**src/include/chol_consts.svh**
```systemverilog
`ifndef CHOL_CONSTS_SVH
`define CHOL_CONSTS_SVH

// vector geometry
`define CHOL_BANDS       16
`define CHOL_MAX_EM      4

// word widths
`define CHOL_SAMPLE_W    8
`define CHOL_L_W         32
`define CHOL_ACC_W       64
`define CHOL_FRAC        8

// fixed unit latencies from go to done
`define CHOL_DIV_CYCLES  66
`define CHOL_SQRT_CYCLES 33

`endif

```
**src/hw/chol_types_pkg.sv**
```systemverilog
`include "chol_consts.svh"

package chol_types_pkg;

  // raw sample as read from the sample memory
  typedef logic signed [`CHOL_SAMPLE_W-1:0] sample_t;

  // L entries and Gram values with CHOL_FRAC fraction bits
  typedef logic signed [`CHOL_L_W-1:0] l_word_t;

  // full products, dividend and radicand
  typedef logic signed [`CHOL_ACC_W-1:0] acc_t;

  typedef logic [$clog2(`CHOL_BANDS)-1:0] band_t;
  typedef logic [$clog2(`CHOL_MAX_EM)-1:0] em_t;

  // packed lower triangle index
  typedef logic [$clog2(`CHOL_MAX_EM*(`CHOL_MAX_EM+1)/2)-1:0] tri_addr_t;

endpackage

```
**src/hw/chol_ctrl_pkg.sv**
```systemverilog
package chol_ctrl_pkg;

  // sequencer phases
  typedef enum logic [2:0] {
    IDLE,
    READ,   // stream samples, build Gram row
    SUM,    // L(i,k)*L(j,k) over k < j
    DIV,    // off-diagonal entry
    SQRT,   // diagonal entry
    DONE
  } phase_t;

  // accumulator operation
  typedef enum logic [1:0] {
    HOLD,
    CLEAR,
    ACC
  } mac_op_t;

endpackage

```
**src/hw/chol_sequencer.sv**
```systemverilog
`timescale 1ns/1ps
`include "chol_consts.svh"

module chol_sequencer (
  input  logic                    clk,
  input  logic                    rst,
  input  logic                    start,
  input  chol_types_pkg::em_t     size,
  output logic                    addr_valid,
  output chol_types_pkg::band_t   u_band,
  output chol_types_pkg::em_t     u_col,
  output chol_types_pkg::band_t   vec_band,
  input  chol_types_pkg::sample_t u_data,
  input  chol_types_pkg::sample_t vec_data,
  input  logic                    data_valid,
  output logic                    busy,
  output logic                    done,
  output logic                    singular,
  output chol_ctrl_pkg::mac_op_t  mac_op,
  output chol_types_pkg::l_word_t mac_a,
  output chol_types_pkg::l_word_t mac_b,
  input  chol_types_pkg::acc_t    mac_acc,
  output logic                    div_go,
  output chol_types_pkg::acc_t    dividend,
  output chol_types_pkg::l_word_t divisor,
  input  logic                    div_done,
  input  chol_types_pkg::l_word_t quotient,
  output logic                    sqrt_go,
  output chol_types_pkg::acc_t    radicand,
  input  logic                    sqrt_done,
  input  chol_types_pkg::l_word_t root,
  output chol_types_pkg::em_t     a_row,
  output chol_types_pkg::em_t     a_col,
  output chol_types_pkg::em_t     b_row,
  output chol_types_pkg::em_t     b_col,
  input  chol_types_pkg::l_word_t a_data,
  input  chol_types_pkg::l_word_t b_data,
  output logic                    wr_en,
  output chol_types_pkg::em_t     wr_row,
  output chol_types_pkg::em_t     wr_col,
  output chol_types_pkg::l_word_t wr_data
);

  localparam chol_types_pkg::band_t LAST_BAND = chol_types_pkg::band_t'(`CHOL_BANDS - 1);

  chol_ctrl_pkg::phase_t   phase;
  chol_types_pkg::em_t     size_r;   // row i of this start
  chol_types_pkg::band_t   rx_band;
  chol_types_pkg::em_t     rx_col;
  logic                    g_wr;     // column sum ready on mac_acc
  chol_types_pkg::em_t     g_col;
  chol_types_pkg::l_word_t g_buf [`CHOL_MAX_EM];
  chol_types_pkg::acc_t    prev_sum;
  chol_types_pkg::em_t     j;
  chol_types_pkg::em_t     k;
  chol_types_pkg::acc_t    temp;
  chol_types_pkg::acc_t    temp_sh;
  logic                    at_eval;
  logic                    last_col;
  logic                    bad_diag;

  assign vec_band = u_band;
  assign busy     = (phase != chol_ctrl_pkg::IDLE);
  assign done     = (phase == chol_ctrl_pkg::DONE);

  //////////////////////////////////////////////////////////////////////
  // temp formation and unit launch
  //////////////////////////////////////////////////////////////////////

  // mac_acc holds S(j) once k reaches j
  assign temp     = (chol_types_pkg::acc_t'(g_buf[j]) <<< `CHOL_FRAC) - (mac_acc >>> `CHOL_FRAC);
  assign temp_sh  = temp <<< `CHOL_FRAC;
  assign at_eval  = (phase == chol_ctrl_pkg::SUM) && (k == j);
  assign last_col = (j == size_r);
  assign bad_diag = (temp <= 0);

  assign div_go   = at_eval && !last_col;
  assign sqrt_go  = at_eval && last_col && !bad_diag;
  assign dividend = temp_sh;
  assign radicand = temp_sh;
  assign divisor  = b_data;   // L(j,j) since b_col = k = j here

  // a is L(i,k), b is L(j,k)
  assign a_row = size_r;
  assign a_col = k;
  assign b_row = j;
  assign b_col = k;

  assign wr_row = size_r;
  assign wr_col = j;

  always_comb begin
    wr_en   = 1'b0;
    wr_data = quotient;
    case (phase)
      chol_ctrl_pkg::DIV:  wr_en = div_done;
      chol_ctrl_pkg::SQRT: begin
        wr_en   = sqrt_done;
        wr_data = root;
      end
      chol_ctrl_pkg::SUM: begin
        wr_en   = at_eval && last_col && bad_diag;   // singular diagonal
        wr_data = '0;
      end
      default: wr_en = 1'b0;
    endcase
  end

  always_comb begin
    mac_op = chol_ctrl_pkg::HOLD;
    mac_a  = a_data;
    mac_b  = b_data;
    case (phase)
      chol_ctrl_pkg::READ: begin
        // gaps before and after the stream clear the sum
        mac_op = data_valid ? chol_ctrl_pkg::ACC : chol_ctrl_pkg::CLEAR;
        mac_a  = chol_types_pkg::l_word_t'(u_data);
        mac_b  = chol_types_pkg::l_word_t'(vec_data);
      end
      chol_ctrl_pkg::SUM: mac_op = (k == j) ? chol_ctrl_pkg::CLEAR : chol_ctrl_pkg::ACC;
      default: mac_op = chol_ctrl_pkg::HOLD;
    endcase
  end

  //////////////////////////////////////////////////////////////////////
  // phase machine
  //////////////////////////////////////////////////////////////////////

  always_ff @(posedge clk) begin
    if (rst) begin
      phase      <= chol_ctrl_pkg::IDLE;
      addr_valid <= 1'b0;
      singular   <= 1'b0;
      size_r     <= '0;
      u_band     <= '0;
      u_col      <= '0;
      rx_band    <= '0;
      rx_col     <= '0;
      g_wr       <= 1'b0;
      j          <= '0;
      k          <= '0;
    end else begin
      g_wr <= data_valid && (rx_band == LAST_BAND);
      if (data_valid) begin
        if (rx_band == LAST_BAND) begin
          rx_band <= '0;
          rx_col  <= rx_col + 1'b1;
        end else begin
          rx_band <= rx_band + 1'b1;
        end
      end

      case (phase)
        chol_ctrl_pkg::IDLE: begin
          if (start) begin
            size_r     <= size;
            addr_valid <= 1'b1;
            u_band     <= '0;
            u_col      <= '0;
            rx_band    <= '0;
            rx_col     <= '0;
            singular   <= 1'b0;
            phase      <= chol_ctrl_pkg::READ;
          end
        end
        chol_ctrl_pkg::READ: begin
          if (addr_valid) begin   // band runs fastest
            if (u_band == LAST_BAND) begin
              u_band <= '0;
              if (u_col == size_r) begin
                addr_valid <= 1'b0;
              end else begin
                u_col <= u_col + 1'b1;
              end
            end else begin
              u_band <= u_band + 1'b1;
            end
          end
          if (g_wr && (g_col == size_r)) begin
            j     <= '0;
            k     <= '0;
            phase <= chol_ctrl_pkg::SUM;
          end
        end
        chol_ctrl_pkg::SUM: begin
          if (k != j) begin
            k <= k + 1'b1;
          end else if (!last_col) begin
            phase <= chol_ctrl_pkg::DIV;
          end else if (bad_diag) begin
            singular <= 1'b1;
            phase    <= chol_ctrl_pkg::DONE;
          end else begin
            phase <= chol_ctrl_pkg::SQRT;
          end
        end
        chol_ctrl_pkg::DIV: begin
          if (div_done) begin
            j     <= j + 1'b1;
            k     <= '0;
            phase <= chol_ctrl_pkg::SUM;
          end
        end
        chol_ctrl_pkg::SQRT: if (sqrt_done) phase <= chol_ctrl_pkg::DONE;
        chol_ctrl_pkg::DONE: phase <= chol_ctrl_pkg::IDLE;
        default: phase <= chol_ctrl_pkg::IDLE;
      endcase
    end
  end

  // g(j) is the difference of running sums
  always_ff @(posedge clk) begin
    g_col <= rx_col;
    if (phase == chol_ctrl_pkg::IDLE) begin
      prev_sum <= '0;
    end else if (g_wr) begin
      g_buf[g_col] <= chol_types_pkg::l_word_t'(mac_acc - prev_sum);
      prev_sum     <= mac_acc;
    end
  end

endmodule

```
**config.mk**
```make
export PLATFORM = sky130hd
export DESIGN_NAME = chol_sequencer
export DESIGN_NICKNAME = d
export VERILOG_FILES = /design/src/hw/chol_types_pkg.sv /design/src/hw/chol_ctrl_pkg.sv /design/src/hw/chol_sequencer.sv
export VERILOG_INCLUDE_DIRS = /design/src /design/src/include
export SDC_FILE = /design/constraint.sdc
export NUM_CORES = 1
export LEC_CHECK = 0
export CORE_AREA = 10 10 185 187
export DETAILED_ROUTE_END_ITERATION = 10
export DIE_AREA = 0 0 195 197
export DONT_BUFFER_PORTS = 1
export PLACE_DENSITY = 0.63
export SLEW_MARGIN = 20
export SYNTH_ARGS = -nofsm -noshare
export SYNTH_HDL_FRONTEND = slang
export SYNTH_SLANG_ARGS = --single-unit
```
**constraint.sdc**
```tcl
create_clock -name clk -period 6 [get_ports clk]
set_input_delay 0.6 -clock clk [delete_from_list [all_inputs] [get_ports clk]]
set_output_delay 0.6 -clock clk [all_outputs]
set_load 0.005 [all_outputs]
```
== After elaboration in Yosys (flattened, before gate mapping) ==
Memory sizes are Yosys's and may differ from the RTL's. A register that Yosys moved wholly into a read port is not among the register bits.
Index checks and enable logic that the tools add are counted.

* Register bits after elaboration: 58
* Bits in writable memories: 128
* Input bits: 216
* Output and inout port bits: 287
* Memories kept: 1

* $add $sub $neg: 8
* $lt $le $gt $ge: 1
* Equality and inequality tests: 23
* Multiplexer cells: 53
* Reductions and logical operators: 23

{| class="wikitable"
|+ Memories
! name !! words !! bits a word !! read ports !! clocked after memory_dff !! write ports !! line !! source
|-
| g_buf || 4 || 32 || 1 || 1 || 1 || chol_sequencer.sv:52 || <nowiki>chol_types_pkg::l_word_t g_buf [`CHOL_MAX_EM];</nowiki>
|}

{| class="wikitable"
|+ Operators by type and width
! operator !! count
|-
| $mux W32 || 2
|-
| $pmux W32 S2 || 1
|-
| $le A57 B1 Y1 const B || 1
|-
| $sub A40 B56 Y57 || 1
|-
| $mux W2 || 16
|-
| $sub A32 B32 Y32 || 1
|-
| $mux W4 || 7
|-
| $ne A2 B2 Y1 const B || 10
|-
| $mux W3 || 6
|-
| $pmux W3 S5 || 1
|-
| $reduce_and A5 Y1 || 3
|-
| $mux W1 || 12
|-
| $pmux W2 S2 || 3
|-
| $add A2 B1 Y2 const B || 4
|-
| $add A4 B1 Y4 const B || 2
|-
| $eq A2 B2 Y1 || 4
|-
| $eq A4 B4 Y1 const B || 2
|-
| $pmux W4 S2 || 1
|-
| $logic_and A1 B1 Y1 || 7
|-
| $eq A3 B2 Y1 const B || 2
|-
| $eq A3 B3 Y1 const B || 2
|-
| $pmux W2 S3 || 1
|-
| $reduce_and A3 Y1 || 2
|-
| $reduce_bool A2 Y1 || 3
|-
| other kinds (10) || 14
|}

== Logic depth before layout (Yosys ltp) ==
* Depth after elaboration: 6
* Mapped depth: 16
* Mapped depth without buffers: 14

== Least setup slack after synthesis ==
No wires, ideal clock.

* Path kind: register to output
* Start point: register (tool-made name)
* End point: output port sqrt_go
* Data arrival time: 4.684 ns
* Required time: 5.400 ns
* Slack: 0.716 ns
* Cell stages (with the launch flop): 16
* Buffers on the path: 3
* Path through: dfxtp_1 clkbuf_1 buf_1 mux4_2 ha_1 clkbuf_2 nand2_2 or4_4 o211ai_2 and2_1 o31a_1 nor2_1 or4_1 or4_1 nor4_1 a211oi_1

{| class="wikitable"
|+ RTL lines
! item !! line !! source
|-
| end: declaration || chol_sequencer.sv:28 || <nowiki>output logic sqrt_go,</nowiki>
|}

==> results <==
- The final RePlAce weighted congestion is 1.04.
- The post-placement cell area is 14,600 sq um.
- Counting the fill cells in the layout gives 2,872.
- The clock network is responsible for 32.8% of the overall power.
- The maximum clock frequency is 0.172 GHz.
- Hold timing on the final database bottoms out at a slack of 0.225 ns.
- Setup repair after global routing left no endpoint under its margin.
- The sequential standard cell area is 5050 sq um.
- For this run, global-route usage on met2 was measured as 42.5%.
- For the pin with the worst max-slew slack, the measured transition is 0.971 ns.
- The final hold violation count is 0.
- The number of sinks driven by the clock tree is 188.
- The clock reaches the later pin of the worst-skew pair after 0.44 ns.
- The TritonCTS buffer count is 17.
- The via count normalized by instance count is 6.47.
- The fraction of final layout cells sized beyond drive strength 1 is 13.3%.
- The flip-flop cell with the highest count after synthesis is sky130_fd_sc_hd__edfxtp_1.
- The TritonCTS clock tree is built.
- The worst register-to-register path ends at singular.
- The internal reg-to-reg setup slack is 1.15 ns.
- The peak fanout along the critical path is 14.
- The CTS clock-pin slew for the worst setup and hold paths is 0.08 ns.
- The source of the worst hold timing path is rst.
- Including well taps, the total number of placed cells is 1,848.
- In this run switching power makes up 34.0% of total power.
- For this run, the detailed router's first-pass iteration total came to 6.
- The finished cells cover 15,400 sq um.
- The worst voltage drop across the vdd grid is 191 uV.
- In this run, synthesis produced a sequential element count of 188.
- The number of warnings printed during yosys synthesis is 0.
- The number of placement rows is 64.
- The met3 demand-to-capacity share in global routing is 16.8%.
- The number of stages on the worst hold path is 1.
- In this run the static leakage power is 6.04 nW.
- The starting density of the core is 48.5%.
- The count of nets left with antenna violations after detail routing is 0.
- The number of top-level pins is 503.
- The first global-routing pass estimated 85,600 um of wire.
- In this run the clock root is driven by a sky130_fd_sc_hd__clkbuf_16.
- The number of cells on the worst reg-to-reg path is 14.
- Setup violations remaining at the end of the flow were counted as 0.
- In this run, distinct cell masters in the synthesized netlist total 107.
- The clock period minus worst slack is 5.82 ns.
- The tool flagged a number of max-cap violations equal to 0.
- Dividing the synthesized area by the synthesized cell count gives 9.38 sq um.
- The type of origin of the critical path is a flop.
- Entering global routing, the biggest net connects 67 pins.
- The design draws 3.60 mW.
- The kind of end point of the critical path is an output port.
- Across all layers, the routed design uses 12,200 vias.
- The design internal power is 2.38 mW.
- In this run the power spent charging and discharging nets is 1.23 mW.
- The synthesized design contains 128 enable-type register cells.
- The data required time at the worst endpoint is 5.40 ns.
- In the final layout, the multi-input gates occupy 8340 sq um.
- In the synthesized netlist the async set-or-reset flop fraction comes to 0%.
- The relative slew slack is 35.1%.
- The share of total power dissipated in combinational logic is 27.6%.
- The worst setup path is of the flop to output port kind.
- The die area is 38,400 sq um.
- The count of routing violations after the opening detailed-route iteration is 1,072.
- The clock tree synthesis step divided the H-tree into 4 levels.
- Power spread over the standard cell area amounts to 235 nW/um^2.
- Counting every instance in the synthesized netlist gives 1,573.
- The average detailed-routed wire length per instance is 32.8 um.
- In this run the tool buffered the top-level ports with 0 buffer cells.
- The most congested layer reported by global routing is met2.
- The aggregate negative setup slack is 0 ns.
- The number of nets at the end of the flow is 1,777.
- The worst path uses 97.1% of the clock period.
- The max-slew violation total from the final report was 0.
- The remaining design rule violation count is 0.
- Global routing consumed, on the met1 layer, 40.4% of the routing resources.
- The core region is 30,400 sq um.
- Clock skew on the completed layout was measured at 0.0131 ns.
- Wires add up to 61,900 um.
- The min-delay analysis places its worst path in the category input pin to flop.
- The initial antenna violation count came to 12.
- Summed over all nets, the half-perimeter wirelength after detailed placement is 51,600 um.
- Global routing used 30.4% of the available tracks across all layers.
- From bottom edge to top edge, the die measures 197 um.
- The hold-fix buffer count after cts is 0.
- The number of buffers on the longest clock path is 2.
- The area of the mapped netlist is 14,800 sq um.
- The via count of the first global-routing pass is 11,500.
- The flow ran to the end, and the final reports show no timing, DRC or antenna violations.
- The proportion of power drawn by flip-flops and latches is 39.6%.
- The post-synthesis sequential area ratio is 34.2%.
- The die is 195 um wide.
- The total overflow left after global routing is 0.
- The hold path endpoint is u_band[2].
- The arrival time at the worst endpoint is 5.22 ns.
- The area overhead of the layout relative to synthesis is 4.00%.
- Leaving out filler cells and counting taps, the final layout contains 1,888.
-- timing repair --
item                       in CTS  in global routing
buffers inserted                2                  0
gates resized for setup         4                 15
pin swaps                       0                  0
setup endpoints to repair       2                  2
cloned                          0                  1
-- sequential cells by signal (all words and copies together) (netlist names), named ones only --
signal	cells
g_wr	1
phase	3
rx_col	2
u_col	2
g_col	2
prev_sum	32
b_row	2
addr_valid	1
u_band	4
a_row	2
g_buf	128
rx_band	4
a_col	2
singular	1
-- stage by stage --
step,setup slack (ns),utilization [%]
final,0.175,50.5
after global routing,0.00448,50.4
after CTS,0.00385,50.1
after detailed placement,0.284,48.0
after global placement,0.268,48.0
after floorplan,0.716,-
-- power by group through the flow --
stage               Combinational (mW)  Clock, mW  Sequential [mW]
CTS                              0.967       1.20             1.42
finish                           0.994       1.18             1.43
global placement                 0.959          0             1.45
floorplan                        0.690          0             1.44
global route                      1.06       1.25             1.43
detailed placement               0.960          0             1.45
-- worst max path at each step --
stage / start / endpoint / cells after the start
final: flop / wr_en / 14
after global routing: flop / sqrt_go / 16
after CTS: flop / sqrt_go / 17
after detailed placement: flop / sqrt_go / 16
after global placement: flop / sqrt_go / 16
after floorplan: flop / sqrt_go / 15
-- cell usage after synthesis (all sizes together) (7+ instances only) --
master  instances  area, sq um
clkbuf         49          186
nand2         103          389
a21oi          98          505
ha             86         1080
o211ai         11         92.6
a31oi          16          121
a21o           93          698
xnor2          44          385
and4           10         91.3
a22o           33          289
and3           15         98.8
o21a           14          113
nand2b         12         75.1
mux4           32          721
nand4          18          134
buf           135          953
o21ai          52          268
nor2          123          462
or3            13         81.3
mux2i          36          360
nor3           29          156
inv           113          424
nor4           29          224
a211oi         10         80.1
nor3b           7         57.6
nor2b          10         62.6
or4             8         71.3
edfxtp        128         3840
o31ai           7         85.1
nand3          26          130
and2           17          110
xor2           26          228
dfxtp          60         1200
or2             7         43.8
-- cells in the final DEF, fill, tap and decap left out, types with 14 or more instances in the layout --
cell type | synthesis | final
sky130_fd_sc_hd__a21o_1 | 93 | 93
sky130_fd_sc_hd__a21oi_1 | 96 | 92
sky130_fd_sc_hd__a22o_1 | 33 | 33
sky130_fd_sc_hd__and2_1 | 14 | 14
sky130_fd_sc_hd__and3_1 | 14 | 14
sky130_fd_sc_hd__buf_4 | 115 | 48
sky130_fd_sc_hd__clkbuf_16 | 0 | 18
sky130_fd_sc_hd__conb_1 | 1 | 16
sky130_fd_sc_hd__dfxtp_1 | 60 | 58
sky130_fd_sc_hd__edfxtp_1 | 128 | 128
sky130_fd_sc_hd__ha_1 | 86 | 80
sky130_fd_sc_hd__inv_1 | 113 | 113
sky130_fd_sc_hd__mux2i_1 | 36 | 36
sky130_fd_sc_hd__mux4_2 | 32 | 32
sky130_fd_sc_hd__nand2_1 | 102 | 102
sky130_fd_sc_hd__nand3_1 | 26 | 25
sky130_fd_sc_hd__nand4_1 | 16 | 16
sky130_fd_sc_hd__nor2_1 | 123 | 120
sky130_fd_sc_hd__nor3_1 | 28 | 24
sky130_fd_sc_hd__nor4_1 | 25 | 23
sky130_fd_sc_hd__o21ai_0 | 45 | 45
sky130_fd_sc_hd__xnor2_1 | 44 | 44
sky130_fd_sc_hd__xor2_1 | 26 | 25
-- layer usage --
| layer | part of all wire (%) | up-vias |
|---|---|---|
| li1 | - | 5480 |
| met1 | 41 | 5983 |
| met2 | 42 | 681 |
| met3 | 16 | 61 |
| met4 | 1.3 | 10 |
| met5 | 0.11 | - |
-- critical path, stage by stage, from the launching register on --
cell and delay (ns):
sky130_fd_sc_hd__dfxtp_4 0.46, sky130_fd_sc_hd__buf_12 0.21, sky130_fd_sc_hd__mux4_2 0.65, sky130_fd_sc_hd__ha_1 0.46, sky130_fd_sc_hd__a21o_1 0.26, sky130_fd_sc_hd__a31oi_2 0.38, sky130_fd_sc_hd__nand3_1 0.12, sky130_fd_sc_hd__o21a_1 0.27
sky130_fd_sc_hd__a221oi_1 0.32, sky130_fd_sc_hd__o21ai_0 0.20, sky130_fd_sc_hd__xor2_2 0.26, sky130_fd_sc_hd__nor4_1 0.39, sky130_fd_sc_hd__nand4_2 0.19, sky130_fd_sc_hd__nor3_1 0.25, sky130_fd_sc_hd__a21o_1 0.33
-- cell families after synthesis --
group	count (synthesis)	share of synthesized area, %
other cells	1	0.0254
buf+inv	297	10.6
simple gates	448	16.1
compound gates	413	20.1
flops	188	34.2
mux	69	7.40
fa+ha+maj	87	7.42
xor+xnor	70	4.15
-- final cells by class --
type / count / area share, %
Sequential cell: 188 / 32.9
Inverter: 113 / 2.76
Clock inverter: 14 / 1.17
Clock buffer: 18 / 2.80
Multi-Input combinational cell: 1103 / 54.3
Tap cell: 396 / 3.23
Antenna cell: 5 / 0.0815
Timing Repair Buffer: 51 / 2.77
(Power assumes the default switching activity.)
