File: src/include/chol_consts.svh
`ifndef CHOL_CONSTS_SVH
`define CHOL_CONSTS_SVH

// vector geometry
`define CHOL_BANDS       16
`define CHOL_MAX_EM      4

// word widths
`define CHOL_SAMPLE_W    8
`define CHOL_L_W         32
`define CHOL_ACC_W       64
`define CHOL_FRAC        8

// fixed unit latencies from go to done
`define CHOL_DIV_CYCLES  66
`define CHOL_SQRT_CYCLES 33

`endif

File: src/hw/chol_types_pkg.sv
`include "chol_consts.svh"

package chol_types_pkg;

  // raw sample as read from the sample memory
  typedef logic signed [`CHOL_SAMPLE_W-1:0] sample_t;

  // L entries and Gram values with CHOL_FRAC fraction bits
  typedef logic signed [`CHOL_L_W-1:0] l_word_t;

  // full products, dividend and radicand
  typedef logic signed [`CHOL_ACC_W-1:0] acc_t;

  typedef logic [$clog2(`CHOL_BANDS)-1:0] band_t;
  typedef logic [$clog2(`CHOL_MAX_EM)-1:0] em_t;

  // packed lower triangle index
  typedef logic [$clog2(`CHOL_MAX_EM*(`CHOL_MAX_EM+1)/2)-1:0] tri_addr_t;

endpackage

File: src/hw/fx_sqrt.sv
`timescale 1ns/1ps
`include "chol_consts.svh"

module fx_sqrt (
  input  logic                    clk,
  input  logic                    rst,
  input  logic                    sqrt_go,
  input  chol_types_pkg::acc_t    radicand,
  output logic                    sqrt_done,
  output chol_types_pkg::l_word_t root
);

  localparam int STEPS = `CHOL_SQRT_CYCLES - 1;   // two radicand bits each

  logic                                 running;
  logic [$clog2(`CHOL_SQRT_CYCLES)-1:0] cnt;
  logic [`CHOL_ACC_W-1:0]               x;
  logic [`CHOL_L_W-1:0]                 r;
  logic [`CHOL_L_W+2:0]                 rem;
  logic [`CHOL_L_W+2:0]                 rem_sh;
  logic [`CHOL_L_W+2:0]                 trial;

  // rem never exceeds 2r so its top bits stay clear
  assign rem_sh = {rem[`CHOL_L_W:0], x[`CHOL_ACC_W-1 -: 2]};
  assign trial  = {1'b0, r, 2'b01};
  assign root   = chol_types_pkg::l_word_t'(r);

  always_ff @(posedge clk) begin
    if (rst) begin
      running   <= 1'b0;
      cnt       <= '0;
      sqrt_done <= 1'b0;
    end else begin
      sqrt_done <= 1'b0;
      if (sqrt_go) begin
        running <= 1'b1;
        cnt     <= 1;
      end else if (running) begin
        cnt <= cnt + 1'b1;
        if (cnt == STEPS) begin
          running   <= 1'b0;
          sqrt_done <= 1'b1;   // last step lands with done
        end
      end
    end
  end

  always_ff @(posedge clk) begin
    if (sqrt_go) begin
      x   <= radicand;
      r   <= '0;
      rem <= '0;
    end else if (running) begin
      x <= {x[`CHOL_ACC_W-3:0], 2'b00};
      if (rem_sh >= trial) begin
        rem <= rem_sh - trial;
        r   <= {r[`CHOL_L_W-2:0], 1'b1};
      end else begin
        rem <= rem_sh;
        r   <= {r[`CHOL_L_W-2:0], 1'b0};
      end
    end
  end

endmodule

File: config.mk
export PLATFORM = sky130hd
export DESIGN_NAME = fx_sqrt
export DESIGN_NICKNAME = d
export VERILOG_FILES = /design/src/hw/chol_types_pkg.sv /design/src/hw/fx_sqrt.sv
export VERILOG_INCLUDE_DIRS = /design/src /design/src/include
export SDC_FILE = /design/constraint.sdc
export NUM_CORES = 1
export LEC_CHECK = 0
export BUFFER_PORTS_ARGS = -buffer_cell sky130_fd_sc_hd__clkbuf_2
export CAP_MARGIN = 20
export CORE_MARGIN = 1.5
export CORE_UTILIZATION = 35
export CTS_BUF_LIST = sky130_fd_sc_hd__clkbuf_8
export DETAILED_ROUTE_END_ITERATION = 6
export PLACE_DENSITY = 0.53
export SYNTH_ARGS = -nofsm -noshare
export SYNTH_HDL_FRONTEND = slang
export SYNTH_SLANG_ARGS = --single-unit
File: constraint.sdc
create_clock -name clk -period 2.63 [get_ports clk]
set_input_delay 0.263 -clock clk [delete_from_list [all_inputs] [get_ports clk]]
set_output_delay 0.263 -clock clk [all_outputs]
set_load 0.01 [all_outputs]
== Word-level counts from Yosys, hierarchy flattened ==
Cells that the tools add are included.
Cells by class
  $add $sub $neg: 2
  magnitude comparators: 1
  equality and inequality tests: 1
  mux-type cells: 10
  bitwise operators: 1
  reductions and logical operators: 3
Operator list (number)
  $mux 64: 2
  $ge 35x34->1: 1
  $mux 33: 1
  $sub 33x33->33: 1
  $mux 1: 7
  $add 6x1->6 const B: 1
  $eq 6x6->1 const B: 1
  $reduce_or 3->1: 1
  $reduce_bool 2->1: 1
  $reduce_or 2->1: 1
  $not 1->1: 1
Storage, ports and cells
  register bits after elaboration: 137
  input bits: 67
  output and inout port bits: 33
  word-level logic and storage cells: 25

== Logic depth before layout (Yosys ltp) ==
Gate-level depths: netlist of the first run.
  depth after elaboration: 4
  mapped depth: 13

== Least setup slack after synthesis of the first run ==
No wires, ideal clock.
  path kind: register -> register
  from: register r[14] (netlist: root[14])
  to: register rem[30]
  data arrival time: 2.709 ns
  path slack: -0.201 ns
  cell stages (with the launch flop): 13
  clock period less this slack: 2.831 ns
  cells stage by stage: dfxtp_1 > inv_1 > ha_1 > buf_2 > a21o_1 > a21o_1 > a21o_1 > a221oi_1 > a21boi_2 > o31a_1 > o21ai_4 > and2_1 > a221o_1
Between the ends
  longest elaborated chain between the ends: 2
Ends and longest elaborated chain
  start: declaration: RTL line fx_sqrt.sv:18  | logic [`CHOL_L_W-1:0] r;
  start signal: assignment: RTL line fx_sqrt.sv:57  | r <= {r[`CHOL_L_W-2:0], 1'b1};
  start signal: assignment: RTL line fx_sqrt.sv:60  | r <= {r[`CHOL_L_W-2:0], 1'b0};
  $sub 33x33->33 or $ge 35x34->1 (tied branches): RTL line fx_sqrt.sv:56, fx_sqrt.sv:55
  $mux 33 *: RTL line fx_sqrt.sv:55  | if (rem_sh >= trial) begin
  end signal: assignment: RTL line fx_sqrt.sv:56  | rem <= rem_sh - trial;
  end signal: assignment: RTL line fx_sqrt.sv:59  | rem <= rem_sh;
  end: declaration: RTL line fx_sqrt.sv:19  | logic [`CHOL_L_W+2:0] rem;
Every way passes the cells marked *; elsewhere a longest branch is shown, timed or not.
A chain may end at the register's enable or synchronous reset.

== Worst setup path after layout of the first run ==
  from: register r[10] (netlist: root[10])
  to: register rem[30]
The elaborated chain is that of the path after synthesis.

==> flow_summary.json, run 1 <==
{
  "pwr-share-seq": 0.342,
  "port_buffers": 99,
  "pwr-share-comb": 0.433,
  "ys_seq_area_frac": 0.4552,
  "synth.cell_area_um2": 7432,
  "synth_nets": 806,
  "clk_latency_ns": 0.45,
  "outcome": "finished with violations",
  "crit_chain": "inv_2, ha_4, o211ai_1, a21o_1, o21a_1, o31ai_4, a21boi_2, o31a_1, buf_4, o21a_4, buf_6, a221o_1",
  "clockRootBuffer": "clkbuf_8",
  "via_count": 5758,
  "dpl-instance-area_um2": 8889,
  "fin_area_um2": 9652,
  "fin_worst_skew_ns": 0.01842,
  "hold_class": "primary input to register",
  "synthArstFlopShare": 0,
  "initial_core_util": 0.3547,
  "wl_mm": 17.05,
  "holdPathStages": 2,
  "final_layout_size_suffix_gt1_frac": 0.3989,
  "ir_worst_vdd_mv": 0.4170,
  "slew_violations": 0,
  "clock_sinks": 137,
  "finalHoldViolCount": 0,
  "core_area_um2": 20960,
  "synthCells": 703,
  "clk_path_buf_depth": 2,
  "synthToLayoutAreaGrowth_pct": 29.87,
  "postLayoutSetupSlackWorst_ns": -0.04409,
  "io-pin-count": 100,
  "maxSlewHeadroom": 0.5635,
  "p_int_mw": 4.966,
  "grt_pass1_vias": 5851,
  "final_cell_mix": "clkbuf_2 (98), buf_4 (86), nor2_1 (82)",
  "clkPwrFrac": 0.226,
  "cts_buffers": 17,
  "cp_slowest_cell": "dfxtp_2",
  "startpoint_type": "register",
  "yosys.cell_types.count": 55,
  "leakagePower_nw": 4.029,
  "grt_max_degree": 65,
  "drc": 0,
  "synth_seq_cells": 137,
  "swShare": 0.3460,
  "yosysTopAreaCell": "edfxtp_1",
  "yosys_warnings": 0,
  "die_w_um": 148.7,
  "worst_pin_slew_ns": 0.6548,
  "min_period_ns": 2.674,
  "final_common_cell": "clkbuf_2",
  "via_per_inst": 4.942,
  "grt_pass1_wl_mm": 28.20,
  "antenna_cells": 0,
  "antenna_found_initial": 0,
  "nets": 980,
  "netlist.area_leader.share": 0.2586,
  "critPathKind": "register to register",
  "fillers": 2070,
  "cp_slowest_stage_delay_ns": 0.34,
  "synth_edf_count": 64,
  "maxCapViolCount": 0,
  "cts.clk_slew.worst_paths_ns": 0.09,
  "rsz0062_at_grt": "true",
  "drt-pass1-iter-count": 4,
  "synth_flop_cell": "dfxtp_1",
  "r2r_cells": 12,
  "track_usage": 0.1579,
  "ff2ff_setup_slack_ns": -0.04,
  "synthTopCellsByArea": "edfxtp_1 (26%), dfxtp_1 (20%), mux2_2 (9.4%)",
  "setup_viol": 17,
  "whs_ns": 0.08771,
  "fmax_mhz": 374.0,
  "post_drt_wl_per_cell_um": 14.63,
  "cts_tree": "built",
  "multi_input_area_um2": 4061,
  "power.density_nw_per_um2": 786.6,
  "arrival_ns": 3.00,
  "synth.avg_cell_area_um2": 10.57,
  "drt_iter0_drc": 307,
  "final_util": 0.4606,
  "die_y_um": 148.7,
  "ff_latch_area_um2": 3405,
  "rows": 53,
  "p_total_mw": 7.592,
  "antenna_left": 0,
  "setup_tns_ns": -0.2460,
  "die-area_um2": 22120,
  "cp_max_fo": 6,
  "h-tree-depth": 4,
  "fin_crit_sh": 1.017,
  "globalplace.congestion": 0.8064,
  "crit_path_end_kind": "register",
  "power.switching_mw": 2.627,
  "cp.required_ns": 2.95,
  "grt_overflow_total": 0,
  "hpwl_mm": 12.01,
  "violations": "setup timing"
}
==> final timing paths <==
path                                  start       to
worst max-delay path               root[10]  rem[30]
worst min-delay path            radicand[0]     x[0]
worst max register to register     root[10]  rem[30]
worst min register to register      rem[31]  rem[31]
==> repair_timing <==
| item | in CTS | in global routing |
|---|---|---|
| pin swaps | 11 | 21 |
| gates cloned | 0 | 0 |
| hold buffers | 1 | 0 |
| endpoints found under the setup margin | 32 | 33 |
| buffers inserted | 2 | 6 |
| resized for setup | 22 | 36 |
| hold endpoints to repair | 2 | 0 |
==> synth_stat cells, types with 3 or more instances <==
| cell | number |
|---|---|
| o211ai_1 | 4 |
| dfxtp_1 | 73 |
| a21o_1 | 19 |
| and2_1 | 4 |
| inv_1 | 42 |
| ha_1 | 36 |
| or2_2 | 3 |
| o21a_1 | 7 |
| nand2_1 | 23 |
| a311oi_1 | 3 |
| buf_1 | 4 |
| a221oi_1 | 4 |
| mux2_2 | 62 |
| xor2_1 | 14 |
| nor3b_1 | 3 |
| nor2_1 | 83 |
| nor3_1 | 7 |
| nor2b_1 | 4 |
| mux2i_1 | 57 |
| nand2b_1 | 7 |
| a21oi_1 | 29 |
| edfxtp_1 | 64 |
| and3_1 | 4 |
| a31oi_1 | 6 |
| nand4_1 | 12 |
| xnor2_1 | 19 |
| o21ai_0 | 15 |
| a211oi_1 | 27 |
| clkbuf_1 | 32 |
| nand3_1 | 4 |
==> metrics by stage <==
stage	std cells	worst slack [ns]
final	1165	-0.04409
after global routing	1165	-0.1568
after floorplan	703	-0.07393
after global placement	1124	-0.1175
after detailed placement	1124	-0.1511
after CTS	1159	-0.06055
==> per-layer routing <==
| metal | vias to the layer above | part of all wire | global-route usage |
|---|---|---|---|
| li1 | 2894 | - | - |
| met1 | 2737 | 0.47 | 0.2014 |
| met2 | 114 | 0.47 | 0.2567 |
| met3 | 13 | 0.056 | 0.04816 |
| met4 | 0 | 0.0094 | 0.04752 |
| met5 | - | 0 | 0 |
==> kinds of logic (layout without fill, tap and decap cells) <==
logic type                 Yosys count  count (layout)  share of synthesized area
DFF                                137             137                     0.4552
and+or+nand+nor                    161             161                    0.09966
muxes                              119             119                     0.1707
adders and majority gates           36              36                    0.06061
xor gates and xnor gates            33              33                    0.03889
AOI/OAI and AO/OA                  135             135                     0.1308
buffers and inverters               82             269                    0.04411
==> power by group through the flow <==
stage | clock [mW] | combinational [mW] | sequential [mW]
2_1_floorplan | 0 | 2.04 | 2.58
3_3_place_gp | 0 | 2.81 | 2.63
3_5_place_dp | 0 | 2.86 | 2.63
4_1_cts | 1.77 | 3.05 | 2.59
5_1_grt | 1.87 | 3.58 | 2.62
6_report | 1.71 | 3.29 | 2.59
==> state kept, by name, summed over array words and instances, names as in the netlist <==
| name | cells |
|---|---|
| sqrt_done | 1 |
| running | 1 |
| root | 32 |
| x | 64 |
| cnt | 6 |
| rem | 33 |
==> critical path: cells and delay by family, from the launching register on <==
| family | cells | cell delay, ns |
|---|---|---|
| buffers and inverters | 3 | 0.31 |
| adders and majority gates | 1 | 0.30 |
| AOI/OAI and AO/OA | 8 | 1.60 |
| DFF | 1 | 0.34 |
==> cell type report <==
type / instances / share of cell area
flip-flops and latches: 137 / 0.3527
multi-input cells: 484 / 0.4208
inverters: 42 / 0.01633
clock buffers: 18 / 0.02567
repair buffers: 195 / 0.1344
clock inverters: 14 / 0.01439
well taps: 275 / 0.03565
Power figures use the tool's default switching activity.
==> run 2: changes to the inputs <==
Settings changed: CORE_MARGIN 1.5 to default.
==> run 2 against run 1 <==
The flow still finishes with violations (setup timing). Clock power grew 15%. Register-to-register slack lost 0.03 ns. Via count grew 0.57%. Sequential power is essentially flat. Largest cell class unchanged. Highest routed layer unchanged.
==> flow_summary.json, run 2 (synthesis results as in run 1) <==
{
  "outcome": "finished with violations",
  "violations": "setup timing",
  "cp_slowest_cell": "dfxtp_2",
  "globalplace.congestion": 0.8629,
  "dpl.cell_count": 1125,
  "cts_tree": "built",
  "initial_core_util": 0.3626,
  "crit_chain": "inv_2, ha_4, o211ai_1, nand3_2, o2111ai_4, o31ai_4, a21boi_2, o31a_1, buf_4, o21a_4, buf_6, a221o_1",
  "crit_path_end_kind": "register",
  "synthToLayoutAreaGrowth_pct": 31.16,
  "fin_cells": 1175,
  "rsz0062_at_grt": "true",
  "final_layout_size_suffix_gt1_frac": 0.4110,
  "final_util": 0.4756,
  "clk_path_buf_depth": 2,
  "fmax_mhz": 369.6,
  "cts_buffers": 17,
  "die_y_um": 147.7,
  "critPathTopFamily": "compound AO/OA/AOI/OAI gates",
  "cp_slowest_stage_delay_ns": 0.34,
  "cp_max_fo": 6,
  "worst_pin_slew_ns": 0.6034,
  "post_drt_wl_per_cell_um": 14.31,
  "r2r_cells": 12,
  "drt_iter0_drc": 231,
  "rows": 52,
  "min_period_ns": 2.706,
  "power.density_nw_per_um2": 811.1,
  "leakagePower_nw": 4.108,
  "final_common_cell": "buf_4",
  "finalHoldViolCount": 0,
  "nets": 995,
  "cp.required_ns": 2.98,
  "maxSlewHeadroom": 0.5977,
  "largest_register": "x",
  "grt_pass1_wl_mm": 28.17,
  "grt_pass1_vias": 5853,
  "maxCapViolCount": 0,
  "hold_class": "primary input to register",
  "grt_use_met1": 0.2028,
  "startpoint_type": "register",
  "clock_sinks": 137,
  "largest_reg_flops": 64,
  "antenna_cells": 0,
  "drt-pass1-iter-count": 5,
  "h-tree-depth": 4,
  "hpwl_mm": 11.67,
  "cp.depth": 12,
  "p_total_mw": 7.906,
  "via_per_inst": 4.929,
  "grt-busiest-layer": "met2",
  "via_count": 5791,
  "holdPathStages": 2,
  "antenna_left": 0,
  "drc": 0,
  "antenna_found_initial": 0,
  "track_usage": 0.1599,
  "wl_mm": 16.82,
  "dpl-instance-area_um2": 8915,
  "grt_max_degree": 62,
  "use_met2": 0.2573,
  "core_area_um2": 20490,
  "final_cell_mix": "buf_4 (105), clkbuf_2 (98), nor2_1 (83)",
  "fin_crit_sh": 1.029,
  "cts.clk_slew.worst_paths_ns": 0.09,
  "die_w_um": 147.7,
  "fin_area_um2": 9748,
  "port_buffers": 99,
  "slew_violations": 0,
  "io-pin-count": 100,
  "clk_latency_ns": 0.46,
  "fillers": 1917,
  "ir_worst_vdd_mv": 0.3337,
  "whs_ns": 0.08292,
  "postLayoutSetupSlackWorst_ns": -0.07561,
  "grt_overflow_total": 0,
  "fin_worst_skew_ns": 0.01513,
  "die-area_um2": 21820,
  "arrival_ns": 3.05,
  "use_met3": 0.05617,
  "setup_viol": 29,
  "cp_num_buf_inv": 3,
  "clockRootBuffer": "clkbuf_8",
  "critPathKind": "register to register"
}
-- run 2: cell types whose count changed in the layout (fill, tap and decap cells not counted), sizes merged --
cell,before,now
clkbuf,116,115
inv,50,51
bufinv,1,3
clkinv,4,3
buf,96,111
clkinvlp,1,0
-- run 2: worst paths after layout --
path | start | end | slack [ns]
worst max-delay path | root[1] | rem[30] | -0.08
worst min-delay path | radicand[0] | x[0] | 0.08
worst max register to register | root[1] | rem[30] | -0.08
worst min register to register | cnt[5] | cnt[5] | 0.52
-- run 2: report_power, final --
group | switching [mW] | leakage [nW] | internal, mW
registers | 0.115 | 1.25 | 2.46
clock network | 0.979 | 0.224 | 0.985
logic | 1.60 | 2.64 | 1.78
-- run 2: per-stage QoR --
step	setup slack, ns	TNS [ns]
finish	-0.07561	-1.182
CTS	-0.06557	-0.5803
detailed placement	-0.07480	-1.170
global route	-0.2310	-5.831
floorplan	-0.07393	-0.6320
global placement	-0.02658	-0.06114
-- run 2: what timing repair did --
action / in CTS / in global routing
pin swaps: 8 / 24
endpoints found under the hold margin: 2 / 0
setup endpoints to repair: 31 / 34
cloned: 0 / 0
hold buffers: 1 / 0
buffers inserted: 5 / 12
gates resized for setup: 12 / 41
-- run 2: routing by layer --
metal	share of wire	vias up
met1	0.46	2737
met4	0.0097	0
met2	0.48	113
met3	0.057	14
li1	-	2927
met5	0	-
-- run 2: area by class of cell --
type,count,area (µm²),share of cell area
Multi-Input combinational cell,484,4039,0.4143
Inverter,42,157.7,0.01617
Timing Repair Buffer,210,1374,0.1409
Clock inverter,15,205.2,0.02105
Tap cell,270,337.8,0.03466
Sequential cell,137,3401,0.3489
Clock buffer,17,234.0,0.02400
==> run 3: changes to the inputs <==
Settings changed: CELL_PAD_IN_SITES_DETAIL_PLACEMENT from default to 1, CELL_PAD_IN_SITES_GLOBAL_PLACEMENT from default to 2, MAX_ROUTING_LAYER from default to met4, PLACE_DENSITY 0.53 to 0.76.
==> run 3 against run 2 <==
The run still ends with setup timing left. Sequential cell count is the same. Sequential share of layout area grew 0.24 points. Register-to-register slack gained 0.04 ns. Via count grew 1.2%. Count of clock-buffer cells in the layout is the same. Clock power shrank 15%. Worst hold slack lost 0.0018 ns. Sequential power is essentially flat. Fmax grew 1.5%. Worst setup slack gained 0.040 ns. Design area shrank 0.72%. Critical path depth grew 1.
==> flow_summary.json, run 3 (synthesis results as in run 1) <==
{
  "leakagePower_nw": 4.070,
  "crit_path_end_kind": "register",
  "crit_chain": "inv_2, ha_4, o211ai_1, nand3_2, o2111ai_4, o31ai_4, a21boi_2, o31a_1, o21ai_4, buf_4, buf_6, mux2i_2, a211oi_2",
  "cp_slowest_stage_delay_ns": 0.35,
  "via_count": 5859,
  "cp_num_buf_inv": 3,
  "cts_tree": "built",
  "slew_violations": 0,
  "startpoint_type": "register",
  "critPathKind": "register to register",
  "antenna_left": 0,
  "fin_worst_skew_ns": 0.02012,
  "holdPathStages": 2,
  "outcome": "finished with violations",
  "route.met3.wl_um": 776,
  "final_common_cell": "buf_4",
  "violations": "setup timing",
  "antenna_cells": 0,
  "rsz0062_at_grt": "true",
  "initial_core_util": 0.3626,
  "fin_area_um2": 9678,
  "dpl-instance-area_um2": 8967,
  "postLayoutSetupSlackWorst_ns": -0.03597,
  "track_usage": 0.1886,
  "critPathTopFamily": "compound AO/OA/AOI/OAI gates",
  "hold_class": "primary input to register",
  "synthToLayoutAreaGrowth_pct": 30.22,
  "ir_worst_vdd_mv": 0.4592,
  "ff2ff_setup_slack_ns": -0.04,
  "antenna_found_initial": 0,
  "maxSlewHeadroom": 0.5837,
  "fin_crit_sh": 1.014,
  "die-area_um2": 21820,
  "route.met2.wl_mm": 9.332,
  "via_per_inst": 4.982,
  "io-pin-count": 100,
  "core_area_um2": 20490,
  "min_period_ns": 2.666,
  "post_drt_wl_per_cell_um": 16.11,
  "port_buffers": 99,
  "final_cell_mix": "buf_4 (103), clkbuf_2 (98), nor2_1 (83)",
  "fmax_mhz": 375.1,
  "cts.clk_slew.worst_paths_ns": 0.10,
  "topRoutingLayerUsed": "met4",
  "cp.depth": 13,
  "die_y_um": 147.7,
  "arrival_ns": 3.00,
  "largest_register": "x",
  "fin_cells": 1176,
  "setup_viol": 7,
  "cts_buffers": 17,
  "nets": 996,
  "final_layout_size_suffix_gt1_frac": 0.4029,
  "rows": 52,
  "grt_pass1_vias": 6491,
  "largest_reg_flops": 64,
  "grt_max_degree": 65,
  "die_w_um": 147.7,
  "hpwl_mm": 13.59,
  "final_util": 0.4722,
  "clk_latency_ns": 0.47,
  "worst_pin_slew_ns": 0.6244,
  "maxCapViolCount": 0,
  "cp_max_fo": 5,
  "h-tree-depth": 4,
  "wl_mm": 18.94,
  "drc": 0,
  "met1Wirelength_mm": 8.604,
  "drt_iter0_drc": 222,
  "cp.required_ns": 2.97,
  "power.density_nw_per_um2": 797.6,
  "grt_pass1_wl_mm": 31.73,
  "cp_slowest_cell": "dfxtp_2",
  "dpl.cell_count": 1132,
  "drt-pass1-iter-count": 4,
  "finalHoldViolCount": 0,
  "clk_path_buf_depth": 2,
  "grt_overflow_total": 0,
  "clock_sinks": 137,
  "r2r_cells": 13,
  "globalplace.congestion": 0.8676,
  "clockRootBuffer": "clkbuf_8"
}
==> run 3: cell types whose count changed in the layout (fill, tap and decap cells not counted), sizes merged <==
cell,previous run,this run
inv,51,52
bufinv,3,0
buf,111,112
clkinvlp,0,2
==> run 3: worst paths after layout <==
| kind | start | endpoint |
|---|---|---|
| min | radicand[1] | x[1] |
| max reg2reg | root[1] | rem[28] |
| min reg2reg | rem[31] | rem[31] |
| max | root[1] | rem[28] |
==> run 3: timing repair <==
action	CTS	global route
gates resized for setup	21	26
setup endpoints to repair	34	34
pin swaps	3	12
hold buffers	1	0
buffers inserted	10	2
endpoints found under the hold margin	2	0
==> run 3: final cells by class <==
| type | instances | area [µm²] |
|---|---|---|
| Clock buffer | 17 | 234.0 |
| Clock inverter | 15 | 128.9 |
| Fill cell | 2280 | 10820 |
| Inverter | 42 | 157.7 |
| Multi-Input combinational cell | 484 | 4011 |
| Sequential cell | 137 | 3400 |
| Tap cell | 270 | 337.8 |
| Timing Repair Buffer | 211 | 1409 |
==> run 3: through the flow <==
step | setup WS, ns | hold slack [ns] | setup TNS, ns | power (mW)
after CTS | -0.1105 | 0.04859 | -1.868 | 7.591
after global placement | -0.05960 | 0.4605 | -0.3919 | 5.549
after global routing | -0.1934 | 0.05356 | -4.654 | 8.210
final | -0.03597 | 0.08110 | -0.1357 | 7.720
after detailed placement | -0.1370 | 0.4823 | -2.107 | 5.624
after floorplan | -0.07393 | 0.3321 | -0.6320 | 4.628
==> run 3: layer usage <==
layer / GRT usage / up-vias
li1: - / 2917
met1: 0.2208 / 2824
met2: 0.3179 / 101
met3: 0.04784 / 17
met4: 0.05619 / 0
met5: - / -
==> run 3: power by group <==
group	internal, mW	switching, mW	leakage [nW]
logic	1.81	1.65	2.64
registers	2.46	0.128	1.25
clock network	0.688	0.986	0.184
total	4.96	2.76	4.07
